==> src/arb_pkg.sv <==
`default_nettype none

package arb_pkg;

    localparam int N_MASTERS = 3;

    // one bit per master, lowest index wins.
    typedef logic [N_MASTERS-1:0] arb_vector;

    // no request and no grant share the same encoding.
    localparam arb_vector NO_GRANT = '0;

endpackage

`default_nettype wire

==> src/xfer_pkg.sv <==
`default_nettype none

package xfer_pkg;

    localparam int DATA_W = 16;

    typedef logic [DATA_W-1:0] bus_data;

    // number of the master that sent a word.
    typedef logic [1:0] src_id;

    localparam int FIFO_DEPTH = 4;

    // extra msb tells full from empty.
    typedef logic [$clog2(FIFO_DEPTH):0] fifo_ptr;

endpackage

`default_nettype wire

==> src/bus_master.sv <==
`timescale 1ns/1ps
`default_nettype none

module bus_master (
    input  logic              clk,
    input  logic              reset,
    input  logic              load,
    input  xfer_pkg::bus_data load_data,
    input  logic              grant,
    input  logic              bus_ack,
    output logic              bus_req,
    output xfer_pkg::bus_data wdata,
    output logic              busy
);

    logic              pending;
    xfer_pkg::bus_data data_q;
    logic              done;

    assign done = grant & bus_ack; // word leaves at the next edge.

    always_ff @(posedge clk or posedge reset) begin
        if (reset) begin
            pending <= 1'b0;
        end else if (!pending && load) begin
            pending <= 1'b1;
        end else if (done) begin
            pending <= 1'b0;
        end
    end

    // loads on a busy master are dropped.
    always_ff @(posedge clk) begin
        if (!pending && load) begin
            data_q <= load_data;
        end
    end

    // masked in the ack cycle so the arbiter does not grant us again.
    assign bus_req = pending & ~done;
    assign wdata   = data_q;
    assign busy    = pending;

endmodule

`default_nettype wire

==> src/bus_arbiter.sv <==
`timescale 1ns/1ps
`default_nettype none

module bus_arbiter (
    input  logic                clk,
    input  logic                reset,
    input  logic                bus_ack,
    input  arb_pkg::arb_vector  bus_req,
    output arb_pkg::arb_vector  bus_grant
);

    typedef enum logic {
        READY,
        BUSY
    } arb_state;

    arb_state           state;
    arb_pkg::arb_vector prio_req;

    // lowest index requester wins.
    always_comb begin : prio
        logic found;
        found    = 1'b0;
        prio_req = arb_pkg::NO_GRANT;
        for (int i = 0; i < arb_pkg::N_MASTERS; i++) begin
            if (!found && bus_req[i]) begin
                prio_req[i] = 1'b1;
                found       = 1'b1;
            end
        end
    end

    always_ff @(posedge clk or posedge reset) begin
        if (reset) begin
            state     <= READY;
            bus_grant <= arb_pkg::NO_GRANT;
        end else begin
            case (state)
                READY: begin
                    bus_grant <= prio_req;
                    if (bus_req != arb_pkg::NO_GRANT) begin
                        state <= BUSY;
                    end
                end
                BUSY: begin
                    if (bus_ack) begin // transfer done, pick next.
                        bus_grant <= prio_req;
                        if (bus_req == arb_pkg::NO_GRANT) begin
                            state <= READY;
                        end
                    end
                end
            endcase
        end
    end

    a_grant_onehot: assert property (@(posedge clk) disable iff (reset)
        $onehot0(bus_grant));

    // held across target back-pressure.
    a_grant_hold: assert property (@(posedge clk) disable iff (reset)
        (bus_grant != arb_pkg::NO_GRANT && !bus_ack) |=> $stable(bus_grant));

    // a fresh grant went to a requester with no lower-index requester beside it.
    a_grant_prio: assert property (@(posedge clk) disable iff (reset)
        (!$stable(bus_grant) && bus_grant != arb_pkg::NO_GRANT) |->
            (($past(bus_req) & bus_grant) != arb_pkg::NO_GRANT) &&
            (($past(bus_req) & (bus_grant - 1'b1)) == arb_pkg::NO_GRANT));

endmodule

`default_nettype wire

==> src/bus_fifo_target.sv <==
`timescale 1ns/1ps
`default_nettype none

module bus_fifo_target (
    input  logic               clk,
    input  logic               reset,
    input  arb_pkg::arb_vector bus_grant,
    input  xfer_pkg::bus_data  wdata0,
    input  xfer_pkg::bus_data  wdata1,
    input  xfer_pkg::bus_data  wdata2,
    output logic               bus_ack,
    input  logic               pop,
    output logic               fifo_empty,
    output xfer_pkg::bus_data  fifo_head_data,
    output xfer_pkg::src_id    fifo_head_src
);

    xfer_pkg::bus_data data_mem [xfer_pkg::FIFO_DEPTH];
    xfer_pkg::src_id   src_mem  [xfer_pkg::FIFO_DEPTH];

    xfer_pkg::fifo_ptr wr_ptr;
    xfer_pkg::fifo_ptr rd_ptr;
    xfer_pkg::fifo_ptr fill;
    logic [$clog2(xfer_pkg::FIFO_DEPTH)-1:0] wr_addr;
    logic [$clog2(xfer_pkg::FIFO_DEPTH)-1:0] rd_addr;
    logic              fifo_full;

    xfer_pkg::bus_data sel_data;
    xfer_pkg::src_id   sel_src;

    // one-hot grant to word and master number.
    always_comb begin
        sel_data = wdata0;
        sel_src  = xfer_pkg::src_id'(0);
        if (bus_grant[1]) begin
            sel_data = wdata1;
            sel_src  = xfer_pkg::src_id'(1);
        end else if (bus_grant[2]) begin
            sel_data = wdata2;
            sel_src  = xfer_pkg::src_id'(2);
        end
    end

    assign wr_addr    = wr_ptr[$clog2(xfer_pkg::FIFO_DEPTH)-1:0];
    assign rd_addr    = rd_ptr[$clog2(xfer_pkg::FIFO_DEPTH)-1:0];
    assign fill       = wr_ptr - rd_ptr;
    assign fifo_full  = (fill == xfer_pkg::fifo_ptr'(xfer_pkg::FIFO_DEPTH));
    assign fifo_empty = (wr_ptr == rd_ptr);

    // write happens at the edge where ack is high.
    assign bus_ack = (bus_grant != arb_pkg::NO_GRANT) && !fifo_full;

    always_ff @(posedge clk or posedge reset) begin
        if (reset) begin
            wr_ptr <= '0;
            rd_ptr <= '0;
        end else begin
            if (bus_ack) begin
                wr_ptr <= wr_ptr + 1'b1;
            end
            if (pop) begin
                rd_ptr <= rd_ptr + 1'b1;
            end
        end
    end

    always_ff @(posedge clk) begin
        if (bus_ack) begin
            data_mem[wr_addr] <= sel_data;
            src_mem[wr_addr]  <= sel_src;
        end
    end

    assign fifo_head_data = data_mem[rd_addr];
    assign fifo_head_src  = src_mem[rd_addr];

    // the drain stage must respect empty.
    a_no_pop_empty: assert property (@(posedge clk) disable iff (reset)
        pop |-> !fifo_empty);

    a_fill_bound: assert property (@(posedge clk) disable iff (reset)
        fill <= xfer_pkg::fifo_ptr'(xfer_pkg::FIFO_DEPTH));

endmodule

`default_nettype wire

==> src/stream_drain.sv <==
`timescale 1ns/1ps
`default_nettype none

module stream_drain (
    input  logic              clk,
    input  logic              reset,
    input  logic              stall,
    input  logic              fifo_empty,
    input  xfer_pkg::bus_data fifo_head_data,
    input  xfer_pkg::src_id   fifo_head_src,
    output logic              pop,
    output logic              out_valid,
    output xfer_pkg::bus_data out_data,
    output xfer_pkg::src_id   out_src
);

    xfer_pkg::bus_data data_q;
    xfer_pkg::src_id   src_q;
    logic              valid_q;

    assign pop = !fifo_empty && !stall; // stall holds the head in place.

    always_ff @(posedge clk or posedge reset) begin
        if (reset) begin
            valid_q <= 1'b0;
        end else begin
            valid_q <= pop;
        end
    end

    // payload only changes on a pop.
    always_ff @(posedge clk) begin
        if (pop) begin
            data_q <= fifo_head_data;
            src_q  <= fifo_head_src;
        end
    end

    assign out_valid = valid_q;
    assign out_data  = data_q;
    assign out_src   = src_q;

endmodule

`default_nettype wire

==> src/arb_bus_top.sv <==
`timescale 1ns/1ps
`default_nettype none

module arb_bus_top (
    input  logic               clk,
    input  logic               reset,
    input  arb_pkg::arb_vector load,
    input  xfer_pkg::bus_data  load_data0,
    input  xfer_pkg::bus_data  load_data1,
    input  xfer_pkg::bus_data  load_data2,
    input  logic               stall,
    output arb_pkg::arb_vector busy,
    output logic               out_valid,
    output xfer_pkg::bus_data  out_data,
    output xfer_pkg::src_id    out_src
);

    arb_pkg::arb_vector bus_req;
    arb_pkg::arb_vector bus_grant;
    xfer_pkg::bus_data  wdata0;
    xfer_pkg::bus_data  wdata1;
    xfer_pkg::bus_data  wdata2;
    logic               bus_ack;
    logic               pop;
    logic               fifo_empty;
    xfer_pkg::bus_data  fifo_head_data;
    xfer_pkg::src_id    fifo_head_src;

    bus_master bus_master0_inst (
        .clk       (clk),
        .reset     (reset),
        .load      (load[0]),
        .load_data (load_data0),
        .grant     (bus_grant[0]),
        .bus_ack   (bus_ack),
        .bus_req   (bus_req[0]),
        .wdata     (wdata0),
        .busy      (busy[0])
    );

    bus_master bus_master1_inst (
        .clk       (clk),
        .reset     (reset),
        .load      (load[1]),
        .load_data (load_data1),
        .grant     (bus_grant[1]),
        .bus_ack   (bus_ack),
        .bus_req   (bus_req[1]),
        .wdata     (wdata1),
        .busy      (busy[1])
    );

    bus_master bus_master2_inst (
        .clk       (clk),
        .reset     (reset),
        .load      (load[2]),
        .load_data (load_data2),
        .grant     (bus_grant[2]),
        .bus_ack   (bus_ack),
        .bus_req   (bus_req[2]),
        .wdata     (wdata2),
        .busy      (busy[2])
    );

    bus_arbiter bus_arbiter_inst (
        .clk       (clk),
        .reset     (reset),
        .bus_ack   (bus_ack),
        .bus_req   (bus_req),
        .bus_grant (bus_grant)
    );

    bus_fifo_target bus_fifo_target_inst (
        .clk            (clk),
        .reset          (reset),
        .bus_grant      (bus_grant),
        .wdata0         (wdata0),
        .wdata1         (wdata1),
        .wdata2         (wdata2),
        .bus_ack        (bus_ack),
        .pop            (pop),
        .fifo_empty     (fifo_empty),
        .fifo_head_data (fifo_head_data),
        .fifo_head_src  (fifo_head_src)
    );

    stream_drain stream_drain_inst (
        .clk            (clk),
        .reset          (reset),
        .stall          (stall),
        .fifo_empty     (fifo_empty),
        .fifo_head_data (fifo_head_data),
        .fifo_head_src  (fifo_head_src),
        .pop            (pop),
        .out_valid      (out_valid),
        .out_data       (out_data),
        .out_src        (out_src)
    );

endmodule

`default_nettype wire

==> config.mk <==
export PLATFORM = sky130hd
export DESIGN_NAME = arb_bus_top
export DESIGN_NICKNAME = d
export VERILOG_FILES = /design/src/arb_pkg.sv /design/src/xfer_pkg.sv /design/src/bus_master.sv /design/src/bus_arbiter.sv /design/src/bus_fifo_target.sv /design/src/stream_drain.sv /design/src/arb_bus_top.sv
export SDC_FILE = /design/constraint.sdc
export NUM_CORES = 1
export LEC_CHECK = 0
export BUFFER_PORTS_ARGS = -buffer_cell sky130_fd_sc_hd__buf_4
export CAP_MARGIN = 20
export CELL_PAD_IN_SITES_DETAIL_PLACEMENT = 0
export CELL_PAD_IN_SITES_GLOBAL_PLACEMENT = 1
export CORE_AREA = 3 3 123 125
export DETAILED_ROUTE_END_ITERATION = 6
export DIE_AREA = 0 0 126 128
export PLACE_DENSITY = 0.77
export SLEW_MARGIN = 30
export SYNTH_ARGS = -nofsm -noshare
export SYNTH_HDL_FRONTEND = slang
export SYNTH_SLANG_ARGS = --single-unit
==> constraint.sdc <==
create_clock -name clk -period 3.1 [get_ports clk]
set_input_delay 0.465 -clock clk [delete_from_list [all_inputs] [get_ports clk]]
set_output_delay 0.465 -clock clk [all_outputs]
set_load 0.02 [all_outputs]
==> Flow_metrics.wiki, run 1 <==
{| class="wikitable"
! Metric !! Value
|-
| Run status || complete, no violations
|-
| Type of the worst setup path || reg2reg
|-
| Synth Cell Area || 5658 um2
|-
| DRT met1 WL || 4105 um
|-
| Ratio of routed vias to standard cells || 4.761
|-
| Maximum clock insertion buffer count || 2
|-
| Worst-Skew Late Latency || 0.41 ns
|-
| Endpoint of the most critical setup path || bus_fifo_target_inst.src_mem[1][1]$_DFFE_PP_
|-
| Power density cells || 1070 nW/um2
|-
| Final Setup Violations || 0
|-
| Register bit total from synthesis || 152
|-
| Worst IR Drop VDD || 448.4 uV
|-
| Number of clock buffers inserted by TritonCTS || 17
|-
| R2r setup slk || 1.04 ns
|-
| Critical path's slowest cell || sky130_fd_sc_hd__dfrtp_1
|-
| Maximum level of the CTS H-tree || 4
|-
| Worst Setup SP || bus_fifo_target_inst.wr_ptr[0]$_DFFE_PP0N_
|-
| Maximum single-stage delay on the critical path || 0.41 ns
|-
| Worst Max-Slew Pin Slew || 0.6434 ns
|-
| Post-synthesis share of cell area spent on full adders, half adders and majority gates || 0.01548
|-
| Slew Limit Headroom || 0.5665
|-
| Growth of design area from synthesis to finish || 23.82%
|-
| Final Hold Viols || 0
|-
| Horizontal extent of the die || 126 um
|-
| Number of antenna violations at the first check in global routing || 0
|-
| Critical Path AT || 2.14 ns
|-
| Critical Path Sink Type || register
|-
| Via count of the first global-routing pass || 2883
|-
| Min Clock Period, post-route || 2.058 ns
|-
| CTS Hold Buffers Added || 0
|-
| Sequential area share after synthesis || 0.7943
|-
| Starting density of the core || 0.4045
|-
| Main combinational cell family by area after synthesis || multiplexers
|-
| Number of max-capacitance violations reported || 0
|-
| Number of synthesized flops with an enable pin || 138
|-
| Most common flop cell mapped by yosys || sky130_fd_sc_hd__edfxtp_1
|-
| Crit Reg-Reg Endpoint || bus_fifo_target_inst.src_mem[1][1]$_DFFE_PP_
|-
| Leakage component of the power || 2.523 nW
|-
| Clock tree root buffer cell || sky130_fd_sc_hd__clkbuf_16
|-
| Pin count of the biggest net entering global routing || 41
|-
| Number of warnings printed during yosys synthesis || 0
|-
| Clock transition at the register clock pins on the worst setup and hold paths after CTS || 0.06 ns
|-
| Antenna Diode Count || 0
|-
| Netlist cell types || 32
|-
| Tot GR Track Use || 0.1279
|-
| Met2 wire length || 4771 um
|-
| Length of routed met3 wiring || 504 um
|-
| I/O pins || 76
|-
| Launching element type of the critical path || register
|-
| Remaining design rule violation count || 0
|-
| CTS tree || done
|-
| Reg-to-Reg Start || bus_fifo_target_inst.wr_ptr[0]$_DFFE_PP0N_
|-
| Top Layer Used || met4
|-
| Global route overflow || 0
|-
| Final cell area excluding filler cells || 7005 um2
|-
| Share of cells above drive strength 1 || 0.3454
|-
| Fin crit share || 0.6638
|-
| Largest driver fanout on the critical path || 18
|-
| Critical-path cell list || inv_1 > ha_1 > nand2b_1 > xnor2_2 > o32a_2 > and2_1 > buf_4
|-
| Required time worst endpoint || 3.18 ns
|-
| Via count || 2704
|-
| Top area cells in the synthesized netlist || sky130_fd_sc_hd__edfxtp_1 (73%), sky130_fd_sc_hd__mux4_2 (7.2%), sky130_fd_sc_hd__dfrtp_1 (6.2%)
|-
| Simple-gate area share of the yosys netlist || 0.03251
|-
| Logic depth of the worst register-to-register path || 7
|-
| Power, Total || 7.493 mW
|-
| Setup skew after layout || 0.01371 ns
|-
| Path category of the worst min-delay check || in2async
|-
| DRT Pass-1 Iters || 4
|-
| RSZ-0062 raised after global routing || no
|-
| Row count || 43
|-
| Mux cell area share after synthesis || 0.09996
|-
| Global-route wire length before repair || 15410 um
|-
| Starting DRC count in detailed routing || 148
|-
| Detailed-route wire length per cell || 16.70 um
|-
| Nets || 439
|-
| Library cell with the largest summed area after synthesis || sky130_fd_sc_hd__edfxtp_1
|-
| Std-Cell Core Area || 13990 um2
|-
| Antenna Violating Nets Remaining || 0
|-
| Area share of the largest cell type after synthesis || 0.7324
|-
| Full die area || 16130 um2
|-
| DRT Wirelength || 9487 um
|-
| Avg Synthesized Cell Area || 19.78 um2
|-
| Async set-reset flop share out of synthesis || 0.09211
|-
| Setup TNS || 0 ns
|-
| RD Place Congestion || 0.7486
|-
| Final-report max-slew violation count || 0
|-
| Total clock sinks || 152
|-
| PortBufs || 75
|-
| Post-synthesis net count || 347
|-
| Instance area at placement || 6466 um2
|-
| Post-synthesis cell count || 286
|-
| Maximum clock frequency || 486.0 MHz
|-
| Vertical die dimension || 128 um
|-
| Synthesized-area fraction occupied by ao, oa, aoi and oai cells || 0.02963
|-
| Setup fix buffers added after clock tree synthesis || 0
|-
| Post-synthesis xor/xnor area fraction || 0.01194
|-
| Half-perimeter wire length after detailed placement || 6511 um
|-
| Post-cts repair resize count || 0
|}
worst min-delay path by stage:
stage	end	slack, ns	from	cells past startpoint
after global placement	bus_fifo_target_inst.wr_ptr[2]$_DFFE_PP0N_	0.51	bus_fifo_target_inst.wr_ptr[2]$_DFFE_PP0N_	1
after floorplan	bus_arbiter_inst.bus_grant[0]$_DFFE_PP0P_	0.35	reset	1
after global routing	bus_master0_inst.busy$_DFFE_PP0P_	0.14	reset	2
final	bus_arbiter_inst.bus_grant[1]$_DFFE_PP0P_	0.10	reset	2
after CTS	bus_arbiter_inst.bus_grant[1]$_DFFE_PP0P_	0.11	reset	2
after detailed placement	bus_master0_inst.busy$_DFFE_PP0P_	0.51	bus_arbiter_inst.bus_grant[0]$_DFFE_PP0P_	1
registers in the layout (all words and copies together), names as in the netlist, 2 cells and up:
| signal | flops |
|---|---|
| bus_fifo_target_inst.data_mem | 64 |
| bus_fifo_target_inst.wr_ptr | 3 |
| bus_arbiter_inst.bus_grant | 3 |
| stream_drain_inst.out_src | 2 |
| bus_master0_inst.wdata | 16 |
| bus_fifo_target_inst.rd_ptr | 3 |
| bus_master2_inst.wdata | 16 |
| bus_master1_inst.wdata | 16 |
| bus_fifo_target_inst.src_mem | 8 |
| stream_drain_inst.out_data | 16 |
routing by layer:
layer / GRT usage / vias to the layer above
li1: - / 1297
met1: 0.1585 / 1324
met2: 0.2034 / 77
met3: 0.03833 / 6
met4: 0.06877 / 0
met5: 0 / -
cell usage after synthesis (2+ instances only):
library cell,instances
sky130_fd_sc_hd__a31oi_1,2
sky130_fd_sc_hd__and2_1,3
sky130_fd_sc_hd__buf_2,4
sky130_fd_sc_hd__buf_4,4
sky130_fd_sc_hd__clkbuf_1,4
sky130_fd_sc_hd__dfrtp_1,14
sky130_fd_sc_hd__edfxtp_1,138
sky130_fd_sc_hd__ha_1,7
sky130_fd_sc_hd__inv_1,6
sky130_fd_sc_hd__mux2i_1,16
sky130_fd_sc_hd__mux4_2,18
sky130_fd_sc_hd__nand2_1,21
sky130_fd_sc_hd__nand2b_1,3
sky130_fd_sc_hd__nor2_1,4
sky130_fd_sc_hd__nor2b_1,3
sky130_fd_sc_hd__o21ai_0,17
sky130_fd_sc_hd__o21ai_1,4
sky130_fd_sc_hd__xnor2_1,2
sky130_fd_sc_hd__xnor2_2,2
sky130_fd_sc_hd__xor2_1,2
worst max-delay path, delay by kind of cell (launching register included):
| family | cells | cell delay, ns |
|---|---|---|
| buffers and inverters | 2 | 0.42 |
| flip-flops | 1 | 0.41 |
| AO/OA/AOI/OAI | 1 | 0.28 |
| AND/OR/NAND/NOR | 2 | 0.24 |
| XOR/XNOR | 1 | 0.23 |
| adder cells (fa/ha/maj) | 1 | 0.16 |
area by class of cell:
type | instances | area [um2]
sequential | 152 | 4494
inverter | 6 | 22.52
clock inverter | 11 | 110.1
fill | 1147 | 6983
clock buffer | 18 | 429.2
multi-input combinational | 115 | 1079
timing repair buffer | 86 | 645.6
tap | 180 | 225.2
layout by cell type, fill, tap and decap left out, types with 2 or more instances in the layout:
cell type,n
sky130_fd_sc_hd__nand2_1,21
sky130_fd_sc_hd__inv_1,6
sky130_fd_sc_hd__buf_4,86
sky130_fd_sc_hd__xnor2_2,2
sky130_fd_sc_hd__o21ai_1,4
sky130_fd_sc_hd__mux4_2,18
sky130_fd_sc_hd__nor2b_1,3
sky130_fd_sc_hd__mux2i_1,16
sky130_fd_sc_hd__clkinvlp_4,2
sky130_fd_sc_hd__dfrtp_1,14
sky130_fd_sc_hd__xnor2_1,2
sky130_fd_sc_hd__and2_1,3
sky130_fd_sc_hd__edfxtp_1,138
sky130_fd_sc_hd__clkbuf_16,17
sky130_fd_sc_hd__clkinv_1,3
sky130_fd_sc_hd__xor2_1,2
sky130_fd_sc_hd__nor2_1,4
sky130_fd_sc_hd__clkinv_2,3
sky130_fd_sc_hd__o21ai_0,17
sky130_fd_sc_hd__nand2b_1,3
sky130_fd_sc_hd__bufinv_16,2
sky130_fd_sc_hd__ha_1,7
report_power, final:
part / internal [mW] / switching, mW
sequential: 3.25 / 0.220
clock: 1.16 / 0.714
combinational: 0.893 / 1.26
total: 5.30 / 2.19
per-stage QoR:
step | instances | worst slack, ns | utilization | hold WS [ns]
after global placement | 539 | 1.136 | 0.4623 | 0.5089
after global routing | 568 | 0.9006 | 0.5008 | 0.1449
after CTS | 568 | 1.021 | 0.5008 | 0.1129
final | 568 | 1.042 | 0.5008 | 0.1032
after detailed placement | 539 | 1.050 | 0.4623 | 0.5132
after floorplan | 286 | 0.2059 | - | 0.3542
kinds of logic after synthesis:
kind of cell               after synthesis
AOI/OAI and AO/OA                       29
xor gates and xnor gates                 6
adders and majority gates                7
buffers and inverters                   19
DFF                                    152
muxes                                   34
and+or+nand+nor                         39
(Power assumes the default switching activity.)
==> inputs of run 2 (changes only) <==
- ABC_AREA: default -> 1
- CORE_AREA: 3 3 123 125 -> 3 3 124 126
- DIE_AREA: 0 0 126 128 -> 0 0 127 129
- PLACE_DENSITY: 0.77 -> 0.76
- clock period: 3.1 -> 2 ns (I/O delays scaled with it)
==> Flow_metrics.wiki, run 2 <==
{| class="wikitable"
! Metric !! Value
|-
| Run status || complete, no violations
|-
| DRT Wirelength || 10830 um (+14%)
|-
| Critical-path cell list || inv_1 > ha_1 > inv_1 > a21oi_2 > nand2_2 > nand3_4 > nand2_8 > nor2_4 > buf_12
|-
| Commonest cells after routing, fill and taps aside || sky130_fd_sc_hd__edfxtp_1 (138), sky130_fd_sc_hd__buf_4 (85), sky130_fd_sc_hd__nand2_1 (66)
|-
| Register bit total from synthesis || 152 (unchanged)
|-
| R2r setup slk || 0.14 ns (-0.90 ns)
|-
| Path category of the worst min-delay check || in2reg
|-
| Final cell area excluding filler cells || 7254 um2 (+3.6%)
|-
| Most used standard cell by instance count after synthesis || sky130_fd_sc_hd__edfxtp_1
|-
| Clock transition at the register clock pins on the worst setup and hold paths after CTS || 0.06 ns (about the same)
|-
| Leakage component of the power || 2.754 nW (+9.2%)
|-
| Logic depth of the worst register-to-register path || 9 (+2)
|-
| Ratio of routed vias to standard cells || 4.762 (about the same)
|-
| Share of cells above drive strength 1 || 0.2784 (-0.06693)
|-
| Area of the multi-input gates || 1116 um2 (+3.5%)
|-
| Maximum single-stage delay on the critical path || 0.40 ns (about the same)
|-
| Setup skew after layout || 0.005367 ns (-0.008341 ns)
|-
| Kind of cell adding the most delay to the critical path || simple AND/OR/NAND/NOR gates
|-
| Sequential area share after synthesis || 0.7821 (-0.01228)
|-
| Startpoint of the tightest hold check path || load_data0[6]
|-
| Critical Path AT || 1.98 ns (-0.16 ns)
|-
| Largest driver fanout on the critical path || 19 (+1)
|-
| Number of flip-flops in the largest register || 64 (unchanged)
|-
| Number of max-capacitance violations reported || 0 (unchanged)
|-
| Tot GR Track Use || 0.1406 (+0.01264)
|-
| Fin crit share || 0.9291 (+0.2653)
|-
| Final Hold Viols || 0 (unchanged)
|-
| Most frequent cells after synthesis || sky130_fd_sc_hd__edfxtp_1 (138), sky130_fd_sc_hd__nand2_1 (66), sky130_fd_sc_hd__nor2_1 (43), sky130_fd_sc_hd__o21ai_0 (40), sky130_fd_sc_hd__inv_1 (19)
|-
| Leading cell type in the layout, fill and taps excluded || sky130_fd_sc_hd__edfxtp_1
|-
| Avg Synthesized Cell Area || 14.19 um2 (-28%)
|-
| Antenna Diode Count || 0 (unchanged)
|-
| Antenna Violating Nets Remaining || 0 (unchanged)
|-
| Total clock sinks || 152 (unchanged)
|-
| Clock tree root buffer cell || sky130_fd_sc_hd__clkbuf_16
|-
| CTS tree || done
|-
| Via count || 3305 (+22%)
|-
| Endpoint, Worst Hold || bus_master0_inst.wdata[6]$_DFFE_PP_
|-
| Half-perimeter wire length after detailed placement || 7277 um (+12%)
|-
| Post-synthesis cell count || 405 (+42%)
|-
| Library cell with the largest summed area after synthesis || sky130_fd_sc_hd__edfxtp_1
|-
| Number of synthesized flops with an enable pin || 138 (unchanged)
|-
| Instance area at placement || 6665 um2 (+3.1%)
|-
| RSZ-0062 raised after global routing || no
|-
| Pin count of the biggest net entering global routing || 39 (-4.9%)
|-
| I/O pins || 76 (unchanged)
|-
| Setup TNS || 0 ns (unchanged)
|-
| Reg-to-Reg Start || bus_fifo_target_inst.wr_ptr[0]$_DFFE_PP0N_
|-
| Maximum clock frequency || 538.2 MHz (+11%)
|-
| Power density cells || 1767 nW/um2 (+65%)
|-
| Number of clock buffers inserted by TritonCTS || 17 (unchanged)
|-
| DRT Pass-1 Iters || 4 (unchanged)
|-
| Critical path's slowest cell || sky130_fd_sc_hd__dfrtp_1
|-
| Row count || 44 (+2.3%)
|-
| Slew Limit Headroom || 0.4511 (-0.1154)
|-
| CP Buf/Inv Count || 3 (+1)
|-
| Vertical die dimension || 129 um (+0.78%)
|-
| Post-synthesis net count || 466 (+34%)
|-
| Remaining design rule violation count || 0 (unchanged)
|-
| Hold Path Depth || 1
|-
| Launching element type of the critical path || register
|-
| Detailed-route wire length per cell || 15.61 um (-6.5%)
|-
| Power, Total || 12.82 mW (+71%)
|-
| Worst IR Drop VDD || 752.3 uV (+68%)
|-
| Starting DRC count in detailed routing || 187 (+26%)
|-
| Register containing the most flip-flops in the final layout || bus_fifo_target_inst.data_mem
|-
| Storage cell area || 4494 um2 (unchanged)
|-
| Fillers || 1237 (+7.8%)
|-
| Std-Cell Core Area || 14420 um2 (+3.1%)
|-
| Horizontal extent of the die || 127 um (+0.79%)
|-
| Number of antenna violations at the first check in global routing || 0 (unchanged)
|-
| Starting density of the core || 0.3984 (-0.006051)
|-
| Number of non-filler instances in the completed layout || 694 (+22%)
|-
| Cell count after placement || 661 (+23%)
|-
| Area share of the largest cell type after synthesis || 0.7211 (-0.01132)
|-
| Growth of design area from synthesis to finish || 26.24%
|-
| Post-route worst hold slack || 0.05079 ns (-0.05238 ns)
|-
| Global-route wire length before repair || 17540 um (+14%)
|-
| Crit Reg-Reg Endpoint || bus_fifo_target_inst.data_mem[3][12]$_DFFE_PP_
|-
| Via count of the first global-routing pass || 3419 (+19%)
|-
| Number of warnings printed during yosys synthesis || 0 (unchanged)
|-
| Maximum level of the CTS H-tree || 4 (unchanged)
|-
| RD Place Congestion || 0.7732 (+3.3%)
|-
| Type of the worst setup path || reg2reg
|-
| Worst-Skew Late Latency || 0.42 ns (about the same)
|-
| Most common flop cell mapped by yosys || sky130_fd_sc_hd__edfxtp_1
|-
| Full die area || 16380 um2 (+1.6%)
|-
| Setup fix buffers added after clock tree synthesis || 0 (unchanged)
|-
| Netlist cell types || 27 (-16%)
|-
| Final Setup Violations || 0 (unchanged)
|-
| PortBufs || 75 (unchanged)
|-
| Min Clock Period, post-route || 1.858 ns (-0.1996 ns)
|-
| Critical Path Sink Type || register
|-
| Maximum clock insertion buffer count || 2 (unchanged)
|-
| Nets || 558 (+27%)
|-
| Worst Max-Slew Pin Slew || 0.8225 ns (+0.1791 ns)
|-
| Synth Cell Area || 5747 um2 (+1.6%)
|-
| Top area cells in the synthesized netlist || sky130_fd_sc_hd__edfxtp_1 (72%), sky130_fd_sc_hd__dfrtp_1 (6.1%), sky130_fd_sc_hd__nand2_1 (4.3%)
|-
| Required time worst endpoint || 2.13 ns (-1.05 ns)
|-
| Async set-reset flop share out of synthesis || 0.09211 (unchanged)
|-
| Most frequent CP cell || sky130_fd_sc_hd__inv_1
|-
| Post-cts repair resize count || 0 (unchanged)
|-
| Global route overflow || 0 (unchanged)
|-
| Final-report max-slew violation count || 0 (unchanged)
|}
run 2: worst max path at each step:
stage	to	depth (start not counted)	slack (ns)	start
2_1_floorplan	bus_fifo_target_inst.data_mem[3][0]$_DFFE_PP_	9	-0.03	bus_fifo_target_inst.rd_ptr[1]$_DFFE_PP0P_
5_1_grt	bus_fifo_target_inst.data_mem[3][4]$_DFFE_PP_	9	0.04	bus_fifo_target_inst.wr_ptr[0]$_DFFE_PP0N_
4_1_cts	bus_fifo_target_inst.data_mem[3][3]$_DFFE_PP_	9	0.12	bus_fifo_target_inst.wr_ptr[0]$_DFFE_PP0N_
3_5_place_dp	bus_fifo_target_inst.data_mem[3][12]$_DFFE_PP_	9	0.13	bus_fifo_target_inst.wr_ptr[0]$_DFFE_PP0N_
3_3_place_gp	bus_fifo_target_inst.data_mem[3][8]$_DFFE_PP_	9	0.21	bus_fifo_target_inst.wr_ptr[0]$_DFFE_PP0N_
6_report	bus_fifo_target_inst.data_mem[3][12]$_DFFE_PP_	9	0.14	bus_fifo_target_inst.wr_ptr[0]$_DFFE_PP0N_
run 2: where the power goes:
group	internal, mW	total (mW)	switching, mW
logic	1.46	4.21	2.75
clock network	1.76	3.09	1.33
registers	5.15	5.51	0.362
run 2: timing repair:
item / 4_1_cts / 5_1_grt
endpoints found under the setup margin: 0 / 0
hold buffers: 1 / 0
endpoints found under the hold margin: 14 / 0
run 2: cell families (layout without fill, tap and decap cells):
logic type      Yosys count  count (layout)  synth area share
compound gates           64              64           0.06118
xor+xnor                  4               4          0.006096
fa+ha+maj                 7               7           0.01524
buf+inv                  41             146           0.03048
flops                   152             152            0.7821
simple gates            137             137            0.1049
run 2: per-stage QoR:
stage	utilization	setup WS, ns
2_1_floorplan	-	-0.02509
3_3_place_gp	0.4621	0.2101
3_5_place_dp	0.4621	0.1283
4_1_cts	0.5029	0.1171
5_1_grt	0.5029	0.04058
6_report	0.5029	0.1418
run 2: worst reg2reg max path: cells and delay by family (launching register included):
kind                     cells  cell delay, ns
AO/OA/AOI/OAI                1            0.14
adder cells (fa/ha/maj)      1            0.17
buffers and inverters        3            0.39
flip-flops                   1            0.40
AND/OR/NAND/NOR              4            0.46
run 2: routing by layer:
metal  GRT usage  share of wire  vias up
met1      0.1883           0.47     1565
met5           0              0        -
met4     0.06940          0.026        0
met2      0.2120           0.45       95
li1            -              -     1625
met3     0.03985          0.054       20
run 2: area by class of cell:
class | count | share of cell area
clock buffer | 17 | 0.05864
clock inverter | 15 | 0.02121
multi-input combinational | 212 | 0.1538
tap | 184 | 0.03174
timing repair buffer | 91 | 0.1031
sequential | 152 | 0.6195
inverter | 23 | 0.01190
